### src/common/filter_pkg.sv
package filter_pkg;

    // one push key per filter
    localparam int NUM_KEYS = 4;

    // bit 0 selects COLOUR up to bit 3 for EDGES
    typedef logic [NUM_KEYS-1:0] key_vec_t;

    // active filter, key number and encoding line up
    typedef enum logic [1:0] {
        COLOUR     = 2'd0,
        BLUR       = 2'd1,
        BRIGHTNESS = 2'd2,
        EDGES      = 2'd3
    } filter_sel_t;

endpackage

### src/common/pixel_pkg.sv
package pixel_pkg;

    // one unsigned colour channel
    localparam int CHANNEL_W = 8;

    // red, green, blue
    localparam int NUM_CHANNELS = 3;

    localparam int PIXEL_W = CHANNEL_W * NUM_CHANNELS;

    // weights 1-2-1 sum to 4, so two extra bits before the divide
    localparam int ACC_W = CHANNEL_W + 2;

    typedef logic [CHANNEL_W-1:0] channel_t;

    // red in the upper byte, blue in the lower byte
    typedef logic [PIXEL_W-1:0] pixel_t;

    typedef logic [ACC_W-1:0] acc_t;

    // saturation ceiling of a channel
    localparam channel_t CHANNEL_MAX = '1;

endpackage

### src/keys/key_conditioner.sv
`timescale 1ns/1ps

module key_conditioner import filter_pkg::*; #(
    parameter int DEBOUNCE_CYCLES = 16
) (
    input  logic     clk,
    input  logic     arst_n,
    input  key_vec_t key,
    output key_vec_t key_press
);

    // wide enough to hold DEBOUNCE_CYCLES - 1
    localparam int CNT_W = $clog2(DEBOUNCE_CYCLES) + 1;

    key_vec_t key_meta;
    key_vec_t key_sync;
    key_vec_t key_deb;
    key_vec_t key_deb_q;
    logic [CNT_W-1:0] deb_cnt [NUM_KEYS];

    // two-flop synchroniser, keys are asynchronous to clk
    always_ff @(posedge clk or negedge arst_n) begin
        if (!arst_n) begin
            key_meta <= '0;
            key_sync <= '0;
        end else begin
            key_meta <= key;
            key_sync <= key_meta;
        end
    end

    for (genvar k = 0; k < NUM_KEYS; k++) begin : g_debounce
        // count while the synced level disagrees, any agreement restarts it
        always_ff @(posedge clk or negedge arst_n) begin
            if (!arst_n) begin
                deb_cnt[k] <= '0;
                key_deb[k] <= 1'b0;
            end else if (key_sync[k] == key_deb[k]) begin
                deb_cnt[k] <= '0;
            end else if (deb_cnt[k] == CNT_W'(DEBOUNCE_CYCLES - 1)) begin
                // stable long enough, follow the input
                deb_cnt[k] <= '0;
                key_deb[k] <= key_sync[k];
            end else begin
                deb_cnt[k] <= deb_cnt[k] + 1'b1;
            end
        end
    end

    // delayed debounced level for the rising edge
    always_ff @(posedge clk or negedge arst_n) begin
        if (!arst_n) begin
            key_deb_q <= '0;
        end else begin
            key_deb_q <= key_deb;
        end
    end

    // pulse sits in the first cycle of the new debounced high
    assign key_press = key_deb & ~key_deb_q;

    // a press is a single pulse, never a level
    a_press_one_cycle: assert property (@(posedge clk) disable iff (!arst_n)
        (key_press & $past(key_press)) == '0);

endmodule

### src/keys/filter_fsm.sv
`timescale 1ns/1ps

module filter_fsm import filter_pkg::*; (
    input  logic        clk,
    input  logic        arst_n,
    input  key_vec_t    key_press,
    output filter_sel_t filter_type
);

    filter_sel_t state;
    filter_sel_t next_state;

    // key n selects filter n
    // scan from the top so the lowest pressed key is assigned last and wins
    always_comb begin
        next_state = state;
        for (int k = NUM_KEYS - 1; k >= 0; k--) begin
            if (key_press[k]) begin
                next_state = filter_sel_t'(k);
            end
        end
    end

    always_ff @(posedge clk or negedge arst_n) begin
        if (!arst_n) begin
            state <= COLOUR;
        end else begin
            state <= next_state;
        end
    end

    assign filter_type = state;

    // the selection only moves one cycle after a press pulse from the key path
    a_change_needs_press: assert property (@(posedge clk) disable iff (!arst_n)
        (filter_type != $past(filter_type)) |-> ($past(key_press) != '0));

endmodule

### src/filter/pixel_filter.sv
`timescale 1ns/1ps

module pixel_filter import filter_pkg::*, pixel_pkg::*; #(
    parameter int BRIGHT_OFFSET = 48
) (
    input  logic        clk,
    input  logic        arst_n,
    input  filter_sel_t filter_type,
    input  logic        in_req,
    output logic        in_ack,
    input  pixel_t      in_pixel,
    input  logic        in_line_start,
    output logic        out_req,
    input  logic        out_ack,
    output pixel_t      out_pixel
);

    // input acknowledged, output requested, then wait for the sink to let go
    typedef enum logic [1:0] {
        ST_IDLE,
        ST_IN_ACK,
        ST_OUT_REQ,
        ST_OUT_REL
    } hs_state_t;

    hs_state_t state;
    logic      capture;
    pixel_t    prev1;
    pixel_t    prev2;
    pixel_t    win1;
    pixel_t    win2;
    pixel_t    result;
    channel_t  grey_cur;
    channel_t  grey_prev;
    channel_t  grey_diff;

    // 1-2-1 horizontal weights, floor divide by 4
    function automatic channel_t blur_ch(channel_t a, channel_t b, channel_t c);
        acc_t sum;
        sum = acc_t'(a) + (acc_t'(b) << 1) + acc_t'(c);
        return channel_t'(sum >> 2);
    endfunction

    // add the offset, clamp at full scale
    function automatic channel_t bright_ch(channel_t c);
        logic [CHANNEL_W:0] sum;
        sum = {1'b0, c} + (CHANNEL_W + 1)'(BRIGHT_OFFSET);
        return sum[CHANNEL_W] ? CHANNEL_MAX : sum[CHANNEL_W-1:0];
    endfunction

    // luma approximation, (r + 2g + b) / 4
    function automatic channel_t grey(pixel_t p);
        acc_t sum;
        sum = acc_t'(p[2*CHANNEL_W +: CHANNEL_W])
            + (acc_t'(p[CHANNEL_W +: CHANNEL_W]) << 1)
            + acc_t'(p[0 +: CHANNEL_W]);
        return channel_t'(sum >> 2);
    endfunction

    assign capture = (state == ST_IDLE) && in_req;

    // line start restarts the window from the current pixel
    assign win1 = in_line_start ? in_pixel : prev1;
    assign win2 = in_line_start ? in_pixel : prev2;

    assign grey_cur  = grey(in_pixel);
    assign grey_prev = grey(win1);
    assign grey_diff = (grey_cur > grey_prev) ? grey_cur - grey_prev : grey_prev - grey_cur;

    always_comb begin
        result = in_pixel;
        unique case (filter_type)
            COLOUR: result = in_pixel;
            BLUR: begin
                for (int ch = 0; ch < NUM_CHANNELS; ch++) begin
                    result[ch*CHANNEL_W +: CHANNEL_W] = blur_ch(
                        win2[ch*CHANNEL_W +: CHANNEL_W],
                        win1[ch*CHANNEL_W +: CHANNEL_W],
                        in_pixel[ch*CHANNEL_W +: CHANNEL_W]);
                end
            end
            BRIGHTNESS: begin
                for (int ch = 0; ch < NUM_CHANNELS; ch++) begin
                    result[ch*CHANNEL_W +: CHANNEL_W] =
                        bright_ch(in_pixel[ch*CHANNEL_W +: CHANNEL_W]);
                end
            end
            // grey difference replicated on all three channels
            EDGES: result = {NUM_CHANNELS{grey_diff}};
        endcase
    end

    always_ff @(posedge clk or negedge arst_n) begin
        if (!arst_n) begin
            state   <= ST_IDLE;
            in_ack  <= 1'b0;
            out_req <= 1'b0;
            prev1   <= '0;
            prev2   <= '0;
        end else begin
            unique case (state)
                ST_IDLE: begin
                    if (in_req) begin
                        state  <= ST_IN_ACK;
                        in_ack <= 1'b1;
                        // shift the window, win1 already holds the line-start pixel
                        prev2  <= win1;
                        prev1  <= in_pixel;
                    end
                end
                ST_IN_ACK: begin
                    // source released, hand the result to the sink
                    if (!in_req) begin
                        state   <= ST_OUT_REQ;
                        in_ack  <= 1'b0;
                        out_req <= 1'b1;
                    end
                end
                ST_OUT_REQ: begin
                    if (out_ack) begin
                        state   <= ST_OUT_REL;
                        out_req <= 1'b0;
                    end
                end
                ST_OUT_REL: begin
                    // back-pressure, no new capture until the sink drops ack
                    if (!out_ack) begin
                        state <= ST_IDLE;
                    end
                end
            endcase
        end
    end

    // result is held for the whole output handshake
    always_ff @(posedge clk) begin
        if (capture) begin
            out_pixel <= result;
        end
    end

    a_one_side_active: assert property (@(posedge clk) disable iff (!arst_n)
        !(in_ack && out_req));

    a_ack_follows_req: assert property (@(posedge clk) disable iff (!arst_n)
        $rose(in_ack) |-> $past(in_req));

endmodule

### src/image_filter_top.sv
`timescale 1ns/1ps

module image_filter_top import filter_pkg::*, pixel_pkg::*; #(
    parameter int DEBOUNCE_CYCLES = 16,
    parameter int BRIGHT_OFFSET   = 48
) (
    input  logic        clk,
    input  logic        arst_n,
    input  key_vec_t    key,
    input  logic        in_req,
    output logic        in_ack,
    input  pixel_t      in_pixel,
    input  logic        in_line_start,
    output logic        out_req,
    input  logic        out_ack,
    output pixel_t      out_pixel,
    output filter_sel_t filter_type
);

    // one pulse per debounced press
    key_vec_t key_press;

    key_conditioner #(
        .DEBOUNCE_CYCLES(DEBOUNCE_CYCLES)
    ) u_key_conditioner (
        .clk       (clk),
        .arst_n    (arst_n),
        .key       (key),
        .key_press (key_press)
    );

    // selection is also brought out for observation
    filter_fsm u_filter_fsm (
        .clk         (clk),
        .arst_n      (arst_n),
        .key_press   (key_press),
        .filter_type (filter_type)
    );

    pixel_filter #(
        .BRIGHT_OFFSET(BRIGHT_OFFSET)
    ) u_pixel_filter (
        .clk           (clk),
        .arst_n        (arst_n),
        .filter_type   (filter_type),
        .in_req        (in_req),
        .in_ack        (in_ack),
        .in_pixel      (in_pixel),
        .in_line_start (in_line_start),
        .out_req       (out_req),
        .out_ack       (out_ack),
        .out_pixel     (out_pixel)
    );

endmodule

### config.mk
export PLATFORM = sky130hd
export DESIGN_NAME = image_filter_top
export DESIGN_NICKNAME = d
export VERILOG_FILES = /design/src/common/filter_pkg.sv /design/src/common/pixel_pkg.sv /design/src/keys/key_conditioner.sv /design/src/keys/filter_fsm.sv /design/src/filter/pixel_filter.sv /design/src/image_filter_top.sv
export SDC_FILE = /design/constraint.sdc
export NUM_CORES = 1
export LEC_CHECK = 0
export ABC_AREA = 1
export BUFFER_PORTS_ARGS = -buffer_cell sky130_fd_sc_hd__buf_2
export CAP_MARGIN = 5
export CORE_MARGIN = 10
export CORE_UTILIZATION = 45
export DETAILED_ROUTE_END_ITERATION = 6
export GPL_TIMING_DRIVEN = 0
export SLEW_MARGIN = 20
export SYNTH_ARGS = -nofsm -noshare
export SYNTH_HDL_FRONTEND = slang
export SYNTH_SLANG_ARGS = --single-unit
### constraint.sdc
create_clock -name clk -period 3.4 [get_ports clk]
set_clock_uncertainty 0.1 [all_clocks]
set_input_delay 1.02 -clock clk [delete_from_list [all_inputs] [get_ports clk]]
set_output_delay 1.02 -clock clk [all_outputs]
set_load 0.01 [all_outputs]
[Yosys cells after proc, flatten, opt, wreduce, memory -nomap -nowiden]
Index checks and enable logic that the tools add are counted.
Cells by class
  $add $sub $neg: 19
  order comparisons: 1
  eq/ne operators: 18
  muxes and demuxes: 30
  bitwise operators: 6
  reduce and logical (&&, ||, !) cells: 14
Operators with widths (number)
  24-bit case mux with 4 select lines: 1
  10-bit by 8-bit adder with 10-bit output: 5
  8-bit by 9-bit adder with 10-bit output: 5
  24-bit 2-to-1 mux: 2
  5-bit 2-to-1 mux: 8
  8-bit 2-to-1 mux: 4
  8-bit by 6-bit adder with 9-bit output, second input constant: 3
  5-bit by 1-bit adder with 5-bit output, second input constant: 4
  5-bit by 4-bit equality test with 1-bit output, second input constant: 4
  2-bit 2-to-1 mux: 8
  8-bit subtractor: 2
  2-bit AND reduction: 5
  2-bit equality test, second input constant: 4
  8-bit greater-than comparator: 1
  2-bit != test, second input constant: 4
  2-bit case mux with 4 select lines: 1
  3-bit AND reduction: 2
  4-bit bitwise AND: 1
  1-bit equality test: 4
  2-bit by 1-bit equality test with 1-bit output, second input constant: 2
  2-bit logical NOT: 2
  1-bit 2-to-1 mux: 4
  1-bit inverter: 4
  4-bit inverter: 1
  other kinds (5): 7
Word-level totals
  flip-flop bits (word level): 114
  input bits: 33
  output and inout port bits: 28
  logic and storage cells: 106

[Longest topological paths before layout]
Gate-level depths: netlist (run 1).
  depth in word-level cells: 6
  depth in mapped cells: 26
  mapped depth without buffers: 24

[By module]
From an unflattened synthesis (run 1), not the netlist that was laid out.
Unflattened totals
  cell total of the unflattened synthesis: 1115
  area, all modules: 8702.1 um^2
By module, submodules not included
  pixel_filter: instances 1, cells an instance 949, area each 7174.4 um^2, sequential area each 2021.9 um^2
  key_conditioner: instances 1, cells an instance 152, area each 1421.4 um^2, sequential area each 900.9 um^2
  filter_fsm: instances 1, cells an instance 14, area each 106.4 um^2, sequential area each 50.0 um^2

[Least setup slack after synthesis (run 1)]
No wires, ideal clock.
  path type: input port to flip-flop
  from: in in_line_start
  to: reg u_pixel_filter.out_pixel[15], data pin
  setup time: 267 ps
  arrival: 4395 ps
  required time: 3033 ps
  path slack: -1362 ps
  cell stages on the path: 23
  path buffers: 3
  cell sequence: buf_6 > inv_2 > buf_4 > buf_2 > nand2_1 > nand2_1 > fa_1 > ha_1 > a21oi_1 > nor2_1 > a211oi_1 > nand3_1 > nand2_2 > inv_2 > ha_1 > nand2_1 > inv_1 > a21oi_1 > nand2_4 > nand2_4 > nand3_1 > nand3_2 > nand4_1
Between the ends
  elaborated cells between the ends (all ways): 11
  classes of those cells: add/sub: 6; order compare: 1; mux: 4
RTL lines
  from (decl): line image_filter_top.sv:13  | input logic in_line_start,
  24-bit 2-to-1 mux (*): line pixel_filter.sv:63  | assign win1 = in_line_start ? in_pixel : prev1;
  net u_pixel_filter.win1[5]: line pixel_filter.sv:30  | pixel_t win1;
  10-bit by 8-bit adder with 10-bit output (*): line pixel_filter.sv:56  | + acc_t'(p[0 +: CHANNEL_W]);
  8-bit subtractor or 8-bit greater-than comparator (tied branches): line pixel_filter.sv:68  | assign grey_diff = (grey_cur > grey_prev) ? grey_cur - grey_prev : grey_prev - grey_cur;
  8-bit 2-to-1 mux (*): line pixel_filter.sv:68
  24-bit case mux with 4 select lines (*): line pixel_filter.sv:72  | unique case (filter_type)
  net u_pixel_filter.result[15]: line pixel_filter.sv:32  | pixel_t result;
  to (signal assigned): line pixel_filter.sv:138  | out_pixel <= result;
  to (decl): line pixel_filter.sv:15  | output pixel_t out_pixel
The timed path passes the listed nets; every way through them passes the cells marked *.
A chain may end at the register's enable or synchronous reset.

[Final worst setup path (run 1)]
  from: in in_line_start
  to: reg u_pixel_filter.out_pixel[22], data pin
Between the ends
  longest elaborated chain between the ends: 6
  elaborated cells between the ends (all ways): 11
  classes of those cells: add/sub: 6; order compare: 1; mux: 4
Ends and longest elaborated chain
  24-bit 2-to-1 mux (*): line pixel_filter.sv:63
  net u_pixel_filter.win1[9]: line pixel_filter.sv:30
  8-bit by 9-bit adder with 10-bit output (*): line pixel_filter.sv:55  | + (acc_t'(p[CHANNEL_W +: CHANNEL_W]) << 1)
  10-bit by 8-bit adder with 10-bit output (*): line pixel_filter.sv:56
  8-bit subtractor or 8-bit greater-than comparator (tied branches): line pixel_filter.sv:68
  8-bit 2-to-1 mux (*): line pixel_filter.sv:68
  24-bit case mux with 4 select lines (*): line pixel_filter.sv:72
  net u_pixel_filter.result[22]: line pixel_filter.sv:32
Marked as above.

==> metrics.txt, run 1 <==
# TYPE chip_impl_metric gauge
chip_impl_info{name="layout.cells.most_common",value="nand2_1"} 1
chip_impl_metric{name="avgRoutedWirePerCell",unit="um"} 17.45
chip_impl_metric{name="grt.total_usage",unit="%"} 20.56
chip_impl_metric{name="fp-row-count",unit=""} 50
chip_impl_metric{name="final_nets",unit=""} 1344
chip_impl_metric{name="postSynthCellCount",unit=""} 1085
chip_impl_metric{name="p_leak",unit="nW"} 5.384
chip_impl_metric{name="synth-async-reset-ratio",unit="%"} 78.95
chip_impl_metric{name="final-hold-violation-count",unit=""} 0
chip_impl_metric{name="worstSkewPairLatency",unit="ns"} 0.43
chip_impl_metric{name="wirelength",unit="um"} 25390
chip_impl_metric{name="initial_antenna_violation_count",unit=""} 0
chip_impl_info{name="critical_path_class",value="input port to flip-flop"} 1
chip_impl_info{name="synth_flop_cell",value="dfrtp_1"} 1
chip_impl_metric{name="synth_warnings",unit=""} 0
chip_impl_metric{name="avgViaCountPerCell",unit=""} 5.261
chip_impl_info{name="clock_tree_from_tritoncts",value="yes"} 1
chip_impl_metric{name="tritoncts.num_buffers",unit=""} 17
chip_impl_metric{name="max_clock_freq",unit="MHz"} 227.9
chip_impl_metric{name="cap_violations",unit=""} 0
chip_impl_metric{name="place.port_buffers",unit=""} 59
chip_impl_metric{name="timing.final.max_slew_violations",unit=""} 0
chip_impl_metric{name="cts_hold_buf",unit=""} 0
chip_impl_info{name="rsz0062_at_grt",value="yes"} 1
chip_impl_info{name="worstHoldPathType",value="flip-flop to flip-flop"} 1
chip_impl_metric{name="critical_path.max_fanout",unit=""} 8
chip_impl_metric{name="max_slew_headroom",unit="%"} 50.13
chip_impl_info{name="timing.critical_path.from_type",value="input port"} 1
chip_impl_metric{name="synth-edff-count",unit=""} 24
chip_impl_info{name="most-common-layout-cells",value="291 x nand2_1, 149 x inv_1, 97 x o21ai_0"} 1
chip_impl_metric{name="grt_max_degree",unit=""} 65
chip_impl_metric{name="worst_ep_required_time",unit="ns"} 3.45
chip_impl_metric{name="finalCritPeriodShare",unit="%"} 129.0
chip_impl_metric{name="areaGrowthSynthToFinish",unit="%"} 24.64
chip_impl_metric{name="io_pins",unit=""} 61
chip_impl_metric{name="die_height",unit="um"} 158.2
chip_impl_metric{name="floorplan.initialDensity",unit="%"} 45.81
chip_impl_metric{name="instances_no_fill",unit=""} 1455
chip_impl_metric{name="worstPathArrival",unit="ns"} 4.44
chip_impl_metric{name="htree_num_levels",unit=""} 4
chip_impl_metric{name="firstDrtPassIters",unit=""} 5
chip_impl_metric{name="layout.core_utilization",unit="%"} 57.10
chip_impl_metric{name="place_congestion",unit=""} 0.9280
chip_impl_metric{name="layout-drive-gt1-share",unit="%"} 21.79
chip_impl_metric{name="max-clock-path-buffers",unit=""} 2
chip_impl_metric{name="clock_sink_count",unit=""} 114
chip_impl_metric{name="synth_area",unit="um2"} 8598
chip_impl_info{name="failing_checks",value="setup timing"} 1
chip_impl_metric{name="grt-ovfl-total",unit=""} 0
chip_impl_metric{name="ys_seq_area_share",unit="%"} 34.58
chip_impl_metric{name="grt_pass1_vias",unit=""} 7254
chip_impl_metric{name="whs",unit="ns"} 0.2515
chip_impl_metric{name="floorplan.core_area",unit="um2"} 18770
chip_impl_metric{name="dpl.cell_count",unit=""} 1379
chip_impl_info{name="status",value="finished with violations"} 1
chip_impl_metric{name="power_per_cell_area",unit="nW/um2"} 1060
chip_impl_metric{name="num_antenna_cells",unit=""} 0
chip_impl_metric{name="period_minus_slack",unit="ns"} 4.388
chip_impl_metric{name="timing_worst_slew_pin_value",unit="ns"} 0.7481
chip_impl_metric{name="synth.avg_cell_area",unit="um2"} 7.925
chip_impl_info{name="critPathCaptureType",value="flip-flop"} 1
chip_impl_metric{name="die_span_in_x",unit="um"} 158.2
chip_impl_metric{name="cts_clk_pin_slew_worst_paths",unit="ns"} 0.06
chip_impl_metric{name="floorplan.die_area",unit="um2"} 25040
chip_impl_metric{name="setup_viol",unit=""} 22
chip_impl_metric{name="yosys_reg_bits",unit=""} 114
chip_impl_metric{name="final_hpwl_dp",unit="um"} 19390
chip_impl_metric{name="totalPowerFinal",unit="mW"} 11.36
chip_impl_metric{name="max-vdd-ir-drop",unit="uV"} 653.9
chip_impl_metric{name="post-route-drc-count",unit=""} 0
chip_impl_metric{name="vias",unit=""} 7655
chip_impl_info{name="clock_tree.root_cell",value="clkbuf_16"} 1
chip_impl_metric{name="antenna_left",unit=""} 0
chip_impl_metric{name="setup_total_neg_slack",unit="ns"} -20.58
chip_impl_metric{name="wire_length_of_the_first_global_routing_pass",unit="um"} 39140
chip_impl_metric{name="mappedNetlistNets",unit=""} 1221
chip_impl_metric{name="first_iteration_detailed_routing_drc_count",unit=""} 577
chip_impl_metric{name="worst_slack",unit="ns"} -0.9877
chip_impl_metric{name="synth.lib_cells_used.distinct",unit=""} 42
==> sequential cells by signal, indices dropped and copies added, names as in the netlist, 4 cells and up <==
register,cells
u_key_conditioner.key_meta,4
u_key_conditioner.key_sync,4
u_key_conditioner.key_deb_q,4
u_key_conditioner.key_deb,4
u_pixel_filter.prev2,24
u_pixel_filter.out_pixel,24
u_key_conditioner.deb_cnt,20
u_pixel_filter.prev1,24
==> area by class of cell <==
cell class / instances / area [um2]
Inverter: 160 / 620.6
Sequential cell: 114 / 2973
Buffer: 26 / 200.2
Tap cell: 234 / 292.8
Fill cell: 1714 / 8051
Clock inverter: 15 / 173.9
Clock buffer: 17 / 425.4
Multi-Input combinational cell: 785 / 5345
Timing Repair Buffer: 104 / 685.7
==> final timing paths <==
| path | start | endpoint | slack (ns) | cells after the start |
|---|---|---|---|---|
| setup / recovery | in_line_start | u_pixel_filter.out_pixel[22]$_DFFE_PP_ | -0.99 | 23 |
| max in group asynchronous | arst_n | u_key_conditioner.key_deb_q[2]$_DFF_PN0_ | 2.24 | 2 |
| hold reg to reg | u_key_conditioner.key_meta[3]$_DFF_PN0_ | u_key_conditioner.key_sync[3]$_DFF_PN0_ | 0.25 | 0 |
| setup reg to reg | u_pixel_filter.prev1[17]$_DFFE_PN0P_ | u_pixel_filter.out_pixel[22]$_DFFE_PP_ | -0.42 | 21 |
| hold / removal | u_key_conditioner.key_meta[3]$_DFF_PN0_ | u_key_conditioner.key_sync[3]$_DFF_PN0_ | 0.25 | 0 |
| min in group asynchronous | arst_n | u_pixel_filter.prev2[20]$_DFFE_PN0P_ | 0.36 | 1 |
==> power breakdown <==
| group | leakage, nW | switching [mW] | total, mW | internal (mW) |
|---|---|---|---|---|
| Sequential | 1.37 | 0.157 | 1.94 | 1.79 |
| Clock | 0.281 | 0.726 | 1.82 | 1.10 |
| Combinational | 3.73 | 4.64 | 7.59 | 2.95 |
| Total | 5.38 | 5.52 | 11.4 | 5.84 |
==> repair_timing <==
action	4_1_cts	5_1_grt
pin swaps	30	44
gates cloned	0	1
endpoints found under the setup margin	24	24
setup buffers	31	12
gates resized for setup	39	52
==> synthesized netlist by cell type, drive strengths merged (3+ instances only) <==
cell type | n | area, um2
nand2 | 342 | 1331
nand3 | 62 | 350.3
clkbuf | 15 | 56.30
nor3 | 6 | 30.03
fa | 42 | 840.8
buf | 11 | 66.31
xor2 | 14 | 130.1
ha | 61 | 763.2
nand4 | 32 | 206.5
nand3b | 4 | 30.03
or2 | 4 | 25.02
inv | 160 | 605.6
and3 | 4 | 25.02
nor2 | 32 | 130.1
a21oi | 44 | 220.2
edfxtp | 24 | 720.7
a21boi | 11 | 82.58
dfrtp | 90 | 2252
o21ai | 99 | 495.5
o21bai | 3 | 22.52
o211ai | 6 | 45.04
xnor2 | 8 | 70.07
==> per-stage QoR <==
step | setup WS [ns] | cell area [um2]
finish | -0.9877 | 10720
global route | -1.111 | 10720
CTS | -0.9885 | 10390
detailed placement | -1.929 | 9400
global placement | -1.900 | 9366
floorplan | -1.026 | 8778
==> logic make-up (layout without fill, tap and decap cells) <==
| group | count (synthesis) | after routing | synth area share, % |
|---|---|---|---|
| AO/OA/AOI/OAI | 169 | 169 | 10.67 |
| XOR/XNOR | 22 | 22 | 2.328 |
| adder cells (fa/ha/maj) | 103 | 103 | 18.66 |
| buffers and inverters | 186 | 322 | 8.469 |
| flip-flops | 114 | 114 | 34.58 |
| multiplexers | 2 | 2 | 0.2619 |
| AND/OR/NAND/NOR | 489 | 489 | 25.04 |
==> critical path, cell delays in order <==
cell and delay [ns]:
buf_12 0.10, inv_8 0.03, buf_12 0.13, clkbuf_16 0.16
nand2_4 0.06, nand2_4 0.08, fa_1 0.53, fa_2 0.39
nand3_2 0.07, nand2_2 0.08, a21oi_2 0.16, o21bai_2 0.10
xor2_1 0.20, inv_1 0.10, ha_4 0.27, nand2_2 0.06
nand2_2 0.07, a21oi_4 0.19, nand2_4 0.09, nand2_8 0.15
nand3_2 0.10, nand3_4 0.12, nand4_1 0.13
==> metal layers <==
layer | vias to the layer above | global-route usage (%) | share of wire (%)
met5 | - | 0 | 0
met4 | 0 | 8.513 | 3.6
met3 | 55 | 3.799 | 7.1
met2 | 256 | 32.63 | 45
met1 | 3574 | 26.99 | 44
li1 | 3770 | - | -
Power figures use the tool's default switching activity.
==> run 2, diff against run 1 <==
- ABC_AREA: 1 -> default
==> metrics.txt, run 2 <==
# TYPE chip_impl_metric gauge
chip_impl_info{name="synth_area_leaders",value="dfrtp_1 27%, fa_1 10%, ha_1 9.2%"} 1
chip_impl_metric{name="postLayoutCellArea",unit="um2"} 10340
chip_impl_metric{name="grt.total_usage",unit="%"} 19.52
chip_impl_metric{name="die_height",unit="um"} 155.9
chip_impl_metric{name="floorplan.core_area",unit="um2"} 18090
chip_impl_metric{name="die_span_in_x",unit="um"} 155.9
chip_impl_info{name="startpoint",value="in_line_start"} 1
chip_impl_metric{name="synth_area",unit="um2"} 8309
chip_impl_metric{name="setup_total_neg_slack",unit="ns"} -35.80
chip_impl_metric{name="final_nets",unit=""} 1111
chip_impl_metric{name="initial_antenna_violation_count",unit=""} 0
chip_impl_metric{name="antenna_left",unit=""} 0
chip_impl_metric{name="grt_pass1_vias",unit=""} 6679
chip_impl_info{name="synth.top_cells.by_count",value="112 x o21ai_0, 91 x nand2_1, 90 x dfrtp_1"} 1
chip_impl_metric{name="worst_hold_stages",unit=""} 0
chip_impl_metric{name="cts_hold_buf",unit=""} 0
chip_impl_metric{name="p_leak",unit="nW"} 4.713
chip_impl_metric{name="layout-drive-gt1-share",unit="%"} 22.57
chip_impl_info{name="clock_tree_from_tritoncts",value="yes"} 1
chip_impl_metric{name="postSynthCellCount",unit=""} 868
chip_impl_metric{name="avgViaCountPerCell",unit=""} 5.578
chip_impl_metric{name="worstSkewPairLatency",unit="ns"} 0.43
chip_impl_metric{name="totalPowerFinal",unit="mW"} 11.31
chip_impl_metric{name="io_pins",unit=""} 61
chip_impl_metric{name="power_per_cell_area",unit="nW/um2"} 1094
chip_impl_metric{name="critical_path.max_fanout",unit=""} 8
chip_impl_metric{name="timing_worst_slew_pin_value",unit="ns"} 0.9798
chip_impl_metric{name="clock_sink_count",unit=""} 114
chip_impl_info{name="timing.critical_path.slowest_stage_cell",value="fa_1"} 1
chip_impl_info{name="reg2reg_from",value="u_pixel_filter.prev1[17]$_DFFE_PN0P_"} 1
chip_impl_metric{name="whs",unit="ns"} 0.2481
chip_impl_metric{name="max-clock-path-buffers",unit=""} 2
chip_impl_metric{name="final_hpwl_dp",unit="um"} 17920
chip_impl_metric{name="areaGrowthSynthToFinish",unit="%"} 24.39
chip_impl_metric{name="max_clock_freq",unit="MHz"} 193.3
chip_impl_metric{name="ff2ff_path_depth",unit=""} 18
chip_impl_metric{name="fp-row-count",unit=""} 49
chip_impl_metric{name="vias",unit=""} 6789
chip_impl_metric{name="synth-async-reset-ratio",unit="%"} 78.95
chip_impl_metric{name="num_antenna_cells",unit=""} 0
chip_impl_metric{name="ys_seq_area_share",unit="%"} 35.78
chip_impl_info{name="status",value="finished with violations"} 1
chip_impl_info{name="rsz0062_at_grt",value="yes"} 1
chip_impl_metric{name="floorplan.initialDensity",unit="%"} 45.94
chip_impl_metric{name="setup_viol",unit=""} 24
chip_impl_metric{name="synth_warnings",unit=""} 0
chip_impl_metric{name="worstPathArrival",unit="ns"} 5.21
chip_impl_metric{name="cts_clk_pin_slew_worst_paths",unit="ns"} 0.06
chip_impl_metric{name="htree_num_levels",unit=""} 4
chip_impl_metric{name="grt-ovfl-total",unit=""} 0
chip_impl_metric{name="cpPeakStageDelay",unit="ns"} 0.53
chip_impl_info{name="worstHoldPathType",value="flip-flop to flip-flop"} 1
chip_impl_metric{name="mappedNetlistNets",unit=""} 1004
chip_impl_info{name="critical_r2r_capture",value="u_pixel_filter.out_pixel[19]$_DFFE_PP_"} 1
chip_impl_info{name="timing.critical_path.from_type",value="input port"} 1
chip_impl_info{name="clock_tree.root_cell",value="clkbuf_16"} 1
chip_impl_info{name="cell_by_cell_listing_of_the_critical_path",value="buf_12 -> clkbuf_16 -> clkbuf_16 -> mux2i_4 -> fa_1 -> a21oi_2 -> fa_2 -> a21o_1 -> a21oi_2 -> o21bai_1 -> a21oi_2 -> buf_4 -> xnor2_4 -> ha_4 -> buf_6 -> nand4_1 -> o2bb2ai_4 -> a31oi_4 -> mux2i_2 -> mux2i_2 -> o221ai_2"} 1
chip_impl_metric{name="final-hold-violation-count",unit=""} 0
chip_impl_metric{name="worst_slack",unit="ns"} -1.774
chip_impl_info{name="failing_checks",value="setup timing"} 1
chip_impl_metric{name="yosys_reg_bits",unit=""} 114
chip_impl_metric{name="finalCritPeriodShare",unit="%"} 152.2
chip_impl_metric{name="floorplan.die_area",unit="um2"} 24300
chip_impl_info{name="most-common-layout-cells",value="92 x o21ai_0, 90 x dfrtp_1, 81 x nand2_1"} 1
chip_impl_info{name="synth_top_cell_by_area",value="dfrtp_1"} 1
chip_impl_metric{name="place_congestion",unit=""} 0.8896
chip_impl_metric{name="placedInstanceArea",unit="um2"} 9178
chip_impl_metric{name="synth.avg_cell_area",unit="um2"} 9.573
chip_impl_info{name="hold_path.startpoint",value="u_key_conditioner.key_meta[3]$_DFF_PN0_"} 1
chip_impl_metric{name="dp_worst_setup_slack",unit="ns"} -2.733
chip_impl_metric{name="max_slew_headroom",unit="%"} 32.99
chip_impl_metric{name="tritoncts.num_buffers",unit=""} 17
chip_impl_metric{name="place.port_buffers",unit=""} 60
chip_impl_info{name="crit_path_frequent_cell",value="a21oi_2"} 1
chip_impl_info{name="layout.cells.most_common",value="o21ai_0"} 1
chip_impl_metric{name="max-vdd-ir-drop",unit="uV"} 507.9
chip_impl_info{name="critical_path_class",value="input port to flip-flop"} 1
chip_impl_metric{name="yosys.area.top_type_share",unit="%"} 27.10
chip_impl_metric{name="avgRoutedWirePerCell",unit="um"} 19.33
chip_impl_metric{name="cap_violations",unit=""} 0
chip_impl_info{name="critPathCaptureType",value="flip-flop"} 1
chip_impl_metric{name="timing.final.max_slew_violations",unit=""} 0
chip_impl_metric{name="first_iteration_detailed_routing_drc_count",unit=""} 469
chip_impl_info{name="yosysMostFrequentCell",value="o21ai_0"} 1
chip_impl_info{name="synth_flop_cell",value="dfrtp_1"} 1
chip_impl_metric{name="grt_max_degree",unit=""} 71
chip_impl_metric{name="post-route-drc-count",unit=""} 0
chip_impl_metric{name="worst_ep_required_time",unit="ns"} 3.43
chip_impl_metric{name="minimum_setup_slack_among_reg_to_reg_paths",unit="ns"} -1.11
chip_impl_metric{name="period_minus_slack",unit="ns"} 5.174
chip_impl_info{name="hold_worst_path_end",value="u_key_conditioner.key_sync[3]$_DFF_PN0_"} 1
chip_impl_metric{name="wire_length_of_the_first_global_routing_pass",unit="um"} 36710
chip_impl_metric{name="synth-edff-count",unit=""} 24
chip_impl_metric{name="synth.lib_cells_used.distinct",unit=""} 63
chip_impl_info{name="top_flop_regs",value="u_pixel_filter.out_pixel (24), u_pixel_filter.prev1 (24), u_pixel_filter.prev2 (24)"} 1
chip_impl_metric{name="firstDrtPassIters",unit=""} 5
chip_impl_metric{name="wirelength",unit="um"} 23520
[run 2: cell types whose count changed after synthesis, moves of 11 or more]
cell,change
o21ai_0,+15
inv_1,-78
nor2_1,+16
xor2_1,+13
nand4_1,-28
a21o_1,+18
mux2i_1,+11
nand2_1,-236
nand3_1,-41
mux2_2,+15
a21boi_0,-11
nand2_2,-13
[run 2: worst max-delay path by stage]
stage | to | slack [ns] | cells past startpoint
floorplan | u_pixel_filter.out_pixel[10]$_DFFE_PP_ | -1.65 | 19
global placement | u_pixel_filter.out_pixel[5]$_DFFE_PP_ | -2.74 | 20
detailed placement | u_pixel_filter.out_pixel[5]$_DFFE_PP_ | -2.73 | 18
CTS | u_pixel_filter.out_pixel[19]$_DFFE_PP_ | -1.84 | 20
global route | u_pixel_filter.out_pixel[11]$_DFFE_PP_ | -1.89 | 21
finish | u_pixel_filter.out_pixel[19]$_DFFE_PP_ | -1.77 | 21
[run 2: logic make-up after synthesis]
logic type | count (synthesis) | synth area share, %
fa+ha+maj | 103 | 19.30
simple gates | 224 | 12.84
xor+xnor | 44 | 4.638
compound gates | 245 | 18.75
flops | 114 | 35.78
buf+inv | 110 | 5.059
mux | 28 | 3.629
[run 2: area by class of cell]
| class | instances | area (um2) |
|---|---|---|
| plain buffers | 33 | 224.0 |
| clock buffers | 17 | 425.4 |
| clock inverters | 15 | 161.4 |
| fillers | 1569 | 7750 |
| inverters | 77 | 289.0 |
| multi-input cells | 644 | 5383 |
| flip-flops and latches | 114 | 2973 |
| well taps | 229 | 286.5 |
| repair buffers | 88 | 594.3 |
[run 2: worst max-delay path, delay by kind of cell]
kind	cells	cell delay (ns)
AOI/OAI and AO/OA	8	1.16
adders and majority gates	3	1.13
muxes	3	0.87
buffers and inverters	5	0.72
and+or+nand+nor	1	0.17
xor gates and xnor gates	1	0.13
[run 2: metrics by stage]
step / util [%] / cells
CTS: 55.91 / 1207
floorplan: - / 868
global placement: 50.40 / 1157
finish: 57.15 / 1217
detailed placement: 50.74 / 1159
global route: 57.15 / 1217
[run 2: routing by layer]
| metal | GRT usage (%) | part of all wire (%) | up-vias |
|---|---|---|---|
| li1 | - | - | 3251 |
| met3 | 3.474 | 5.7 | 47 |
| met4 | 6.565 | 2.4 | 0 |
| met1 | 25.69 | 44 | 3292 |
| met5 | 0 | 0 | - |
| met2 | 31.81 | 48 | 199 |
[run 2: timing repair]
action	4_1_cts	5_1_grt
cloned	1	0
pin swaps	19	36
gates resized for setup	46	36
setup buffers	15	11
endpoints found under the hold margin	0	0
setup endpoints to repair	24	24
[run 2: power breakdown]
part	total, mW	switching, mW	internal [mW]
registers	1.91	0.130	1.78
logic	7.59	4.16	3.42
clock network	1.81	0.770	1.04
==> run 3, diff against run 2 <==
- PLACE_DENSITY: default -> 0.65
==> metrics.txt, run 3 (synthesized netlist as in run 2, its figures left out) <==
# TYPE chip_impl_metric gauge
chip_impl_metric{name="max_slew_headroom",unit="%"} 42.04
chip_impl_metric{name="timing.final.max_slew_violations",unit=""} 0
chip_impl_metric{name="instances_no_fill",unit=""} 1219
chip_impl_metric{name="critical_path.max_fanout",unit=""} 9
chip_impl_metric{name="die_height",unit="um"} 155.9
chip_impl_metric{name="max-clock-path-buffers",unit=""} 2
chip_impl_metric{name="floorplan.core_area",unit="um2"} 18090
chip_impl_metric{name="worstSkewPairLatency",unit="ns"} 0.43
chip_impl_metric{name="final_hpwl_dp",unit="um"} 17570
chip_impl_metric{name="final-hold-violation-count",unit=""} 0
chip_impl_metric{name="die_span_in_x",unit="um"} 155.9
chip_impl_metric{name="period_minus_slack",unit="ns"} 5.237
chip_impl_info{name="critical_path_class",value="input port to flip-flop"} 1
chip_impl_info{name="timing.critical_path.slowest_stage_cell",value="fa_1"} 1
chip_impl_info{name="status",value="finished with violations"} 1
chip_impl_metric{name="ff2ff_path_depth",unit=""} 17
chip_impl_info{name="clock_tree.root_cell",value="clkbuf_16"} 1
chip_impl_info{name="hold_path.startpoint",value="u_key_conditioner.key_meta[2]$_DFF_PN0_"} 1
chip_impl_info{name="layout.cells.most_common",value="o21ai_0"} 1
chip_impl_metric{name="first_iteration_detailed_routing_drc_count",unit=""} 504
chip_impl_metric{name="finalCritPeriodShare",unit="%"} 154.0
chip_impl_metric{name="io_pins",unit=""} 61
chip_impl_metric{name="critPathBufInv",unit=""} 4
chip_impl_info{name="cell_by_cell_listing_of_the_critical_path",value="buf_12 -> clkbuf_16 -> clkbuf_16 -> mux2i_4 -> fa_1 -> a21oi_2 -> fa_2 -> a21o_1 -> a21oi_2 -> o21bai_1 -> a21oi_2 -> xnor2_1 -> ha_1 -> buf_6 -> nand4_1 -> o2bb2ai_4 -> a31oi_4 -> mux2i_2 -> mux2i_2 -> o221ai_2"} 1
chip_impl_info{name="critPathCaptureType",value="flip-flop"} 1
chip_impl_metric{name="floorplan.die_area",unit="um2"} 24300
chip_impl_info{name="worstHoldPathType",value="flip-flop to flip-flop"} 1
chip_impl_info{name="crit_path_frequent_cell",value="a21oi_2"} 1
chip_impl_metric{name="wire_length_of_the_first_global_routing_pass",unit="um"} 36420
chip_impl_metric{name="place_congestion",unit=""} 0.9426
chip_impl_metric{name="grt.total_usage",unit="%"} 19.13
chip_impl_info{name="hold_worst_path_end",value="u_key_conditioner.key_sync[2]$_DFF_PN0_"} 1
chip_impl_metric{name="worst_slack",unit="ns"} -1.837
chip_impl_metric{name="grt-ovfl-total",unit=""} 0
chip_impl_metric{name="worstPathArrival",unit="ns"} 5.27
chip_impl_metric{name="floorplan.initialDensity",unit="%"} 45.94
chip_impl_metric{name="max-vdd-ir-drop",unit="uV"} 466.7
chip_impl_metric{name="tritoncts.num_buffers",unit=""} 17
chip_impl_metric{name="cpPeakStageDelay",unit="ns"} 0.55
chip_impl_metric{name="totalPowerFinal",unit="mW"} 10.81
chip_impl_info{name="failing_checks",value="setup timing"} 1
chip_impl_metric{name="cts_hold_buf",unit=""} 0
chip_impl_metric{name="dp_worst_setup_slack",unit="ns"} -2.680
chip_impl_metric{name="wirelength",unit="um"} 23020
chip_impl_info{name="timing.critical_path.from_type",value="input port"} 1
chip_impl_metric{name="worst_ep_required_time",unit="ns"} 3.43
chip_impl_metric{name="post-route-drc-count",unit=""} 0
chip_impl_info{name="rsz0062_at_grt",value="yes"} 1
chip_impl_metric{name="power_per_cell_area",unit="nW/um2"} 1054
chip_impl_metric{name="initial_antenna_violation_count",unit=""} 0
chip_impl_metric{name="clock_sink_count",unit=""} 114
chip_impl_metric{name="layout-drive-gt1-share",unit="%"} 21.64
chip_impl_metric{name="cap_violations",unit=""} 0
chip_impl_metric{name="place.port_buffers",unit=""} 60
chip_impl_info{name="top_flop_regs",value="u_pixel_filter.out_pixel (24), u_pixel_filter.prev1 (24), u_pixel_filter.prev2 (24)"} 1
chip_impl_metric{name="avgViaCountPerCell",unit=""} 5.650
chip_impl_metric{name="placedInstanceArea",unit="um2"} 9178
chip_impl_metric{name="dpl.cell_count",unit=""} 1159
chip_impl_metric{name="max_clock_freq",unit="MHz"} 190.9
chip_impl_metric{name="timing_worst_slew_pin_value",unit="ns"} 0.8475
chip_impl_metric{name="areaGrowthSynthToFinish",unit="%"} 23.44
chip_impl_metric{name="final_nets",unit=""} 1112
chip_impl_metric{name="cts_clk_pin_slew_worst_paths",unit="ns"} 0.06
chip_impl_metric{name="layout.core_utilization",unit="%"} 56.71
chip_impl_metric{name="minimum_setup_slack_among_reg_to_reg_paths",unit="ns"} -1.16
chip_impl_info{name="reg2reg_from",value="u_pixel_filter.prev1[18]$_DFFE_PN0P_"} 1
chip_impl_metric{name="vias",unit=""} 6887
chip_impl_metric{name="htree_num_levels",unit=""} 4
chip_impl_metric{name="fp-row-count",unit=""} 49
chip_impl_info{name="clock_tree_from_tritoncts",value="yes"} 1
chip_impl_metric{name="firstDrtPassIters",unit=""} 5
chip_impl_metric{name="grt_pass1_vias",unit=""} 6946
chip_impl_info{name="most-common-layout-cells",value="93 x o21ai_0, 90 x dfrtp_1, 85 x nand2_1"} 1
chip_impl_metric{name="antenna_left",unit=""} 0
chip_impl_metric{name="avgRoutedWirePerCell",unit="um"} 18.89
chip_impl_metric{name="p_leak",unit="nW"} 4.695
chip_impl_metric{name="grt_max_degree",unit=""} 71
chip_impl_metric{name="setup_viol",unit=""} 24
chip_impl_metric{name="worst_hold_stages",unit=""} 0
chip_impl_info{name="critical_r2r_capture",value="u_pixel_filter.out_pixel[19]$_DFFE_PP_"} 1
chip_impl_metric{name="setup_total_neg_slack",unit="ns"} -37.50
chip_impl_metric{name="whs",unit="ns"} 0.2491
chip_impl_info{name="critical_path.top_delay_family",value="compound AO/OA/AOI/OAI gates"} 1
chip_impl_metric{name="postLayoutCellArea",unit="um2"} 10260
-- run 3: cell types whose count changed in the layout (fill, tap and decap cells not counted), moves of 3 or more --
cell,before,now
nand2_2,10,6
inv_8,1,4
mux2_4,3,0
inv_6,9,6
mux2_2,14,17
nand2_1,81,85
-- run 3: how the worst max path moves through the flow --
stage	slack [ns]	startpoint	depth (start not counted)	end
global placement	-2.67	in_line_start	20	u_pixel_filter.out_pixel[5]$_DFFE_PP_
floorplan	-1.65	in_line_start	19	u_pixel_filter.out_pixel[10]$_DFFE_PP_
CTS	-1.82	in_line_start	20	u_pixel_filter.out_pixel[19]$_DFFE_PP_
finish	-1.84	in_line_start	20	u_pixel_filter.out_pixel[19]$_DFFE_PP_
global route	-1.91	in_line_start	20	u_pixel_filter.out_pixel[3]$_DFFE_PP_
detailed placement	-2.68	in_line_start	18	u_pixel_filter.out_pixel[5]$_DFFE_PP_
-- run 3: layer usage --
metal	vias to the layer above	wire, um	global-route usage (%)
met5	-	0	0
met4	0	636	7.329
met3	50	1242	3.860
met2	203	10990	31.50
met1	3362	10160	24.28
li1	3272	-	-
-- run 3: power by group --
part	leakage, nW	switching [mW]	internal [mW]
Combinational	3.06	3.99	3.18
Sequential	1.36	0.131	1.78
Clock	0.274	0.762	0.966
-- run 3: cell type report --
cell class | count | area (um2)
buffer | 33 | 234.0
fill | 1559 | 7829
inverter | 77 | 289.0
clock inverter | 15 | 136.4
multi-input combinational | 644 | 5296
timing repair buffer | 89 | 614.3
antenna | 1 | 2.502
tap | 229 | 286.5
clock buffer | 17 | 425.4
sequential | 114 | 2973
-- run 3: what timing repair did --
action,CTS,global route
cloned,2,0
pin swaps,27,5
setup endpoints to repair,24,24
endpoints found under the hold margin,0,0
buffers inserted,23,2
gates resized for setup,56,8
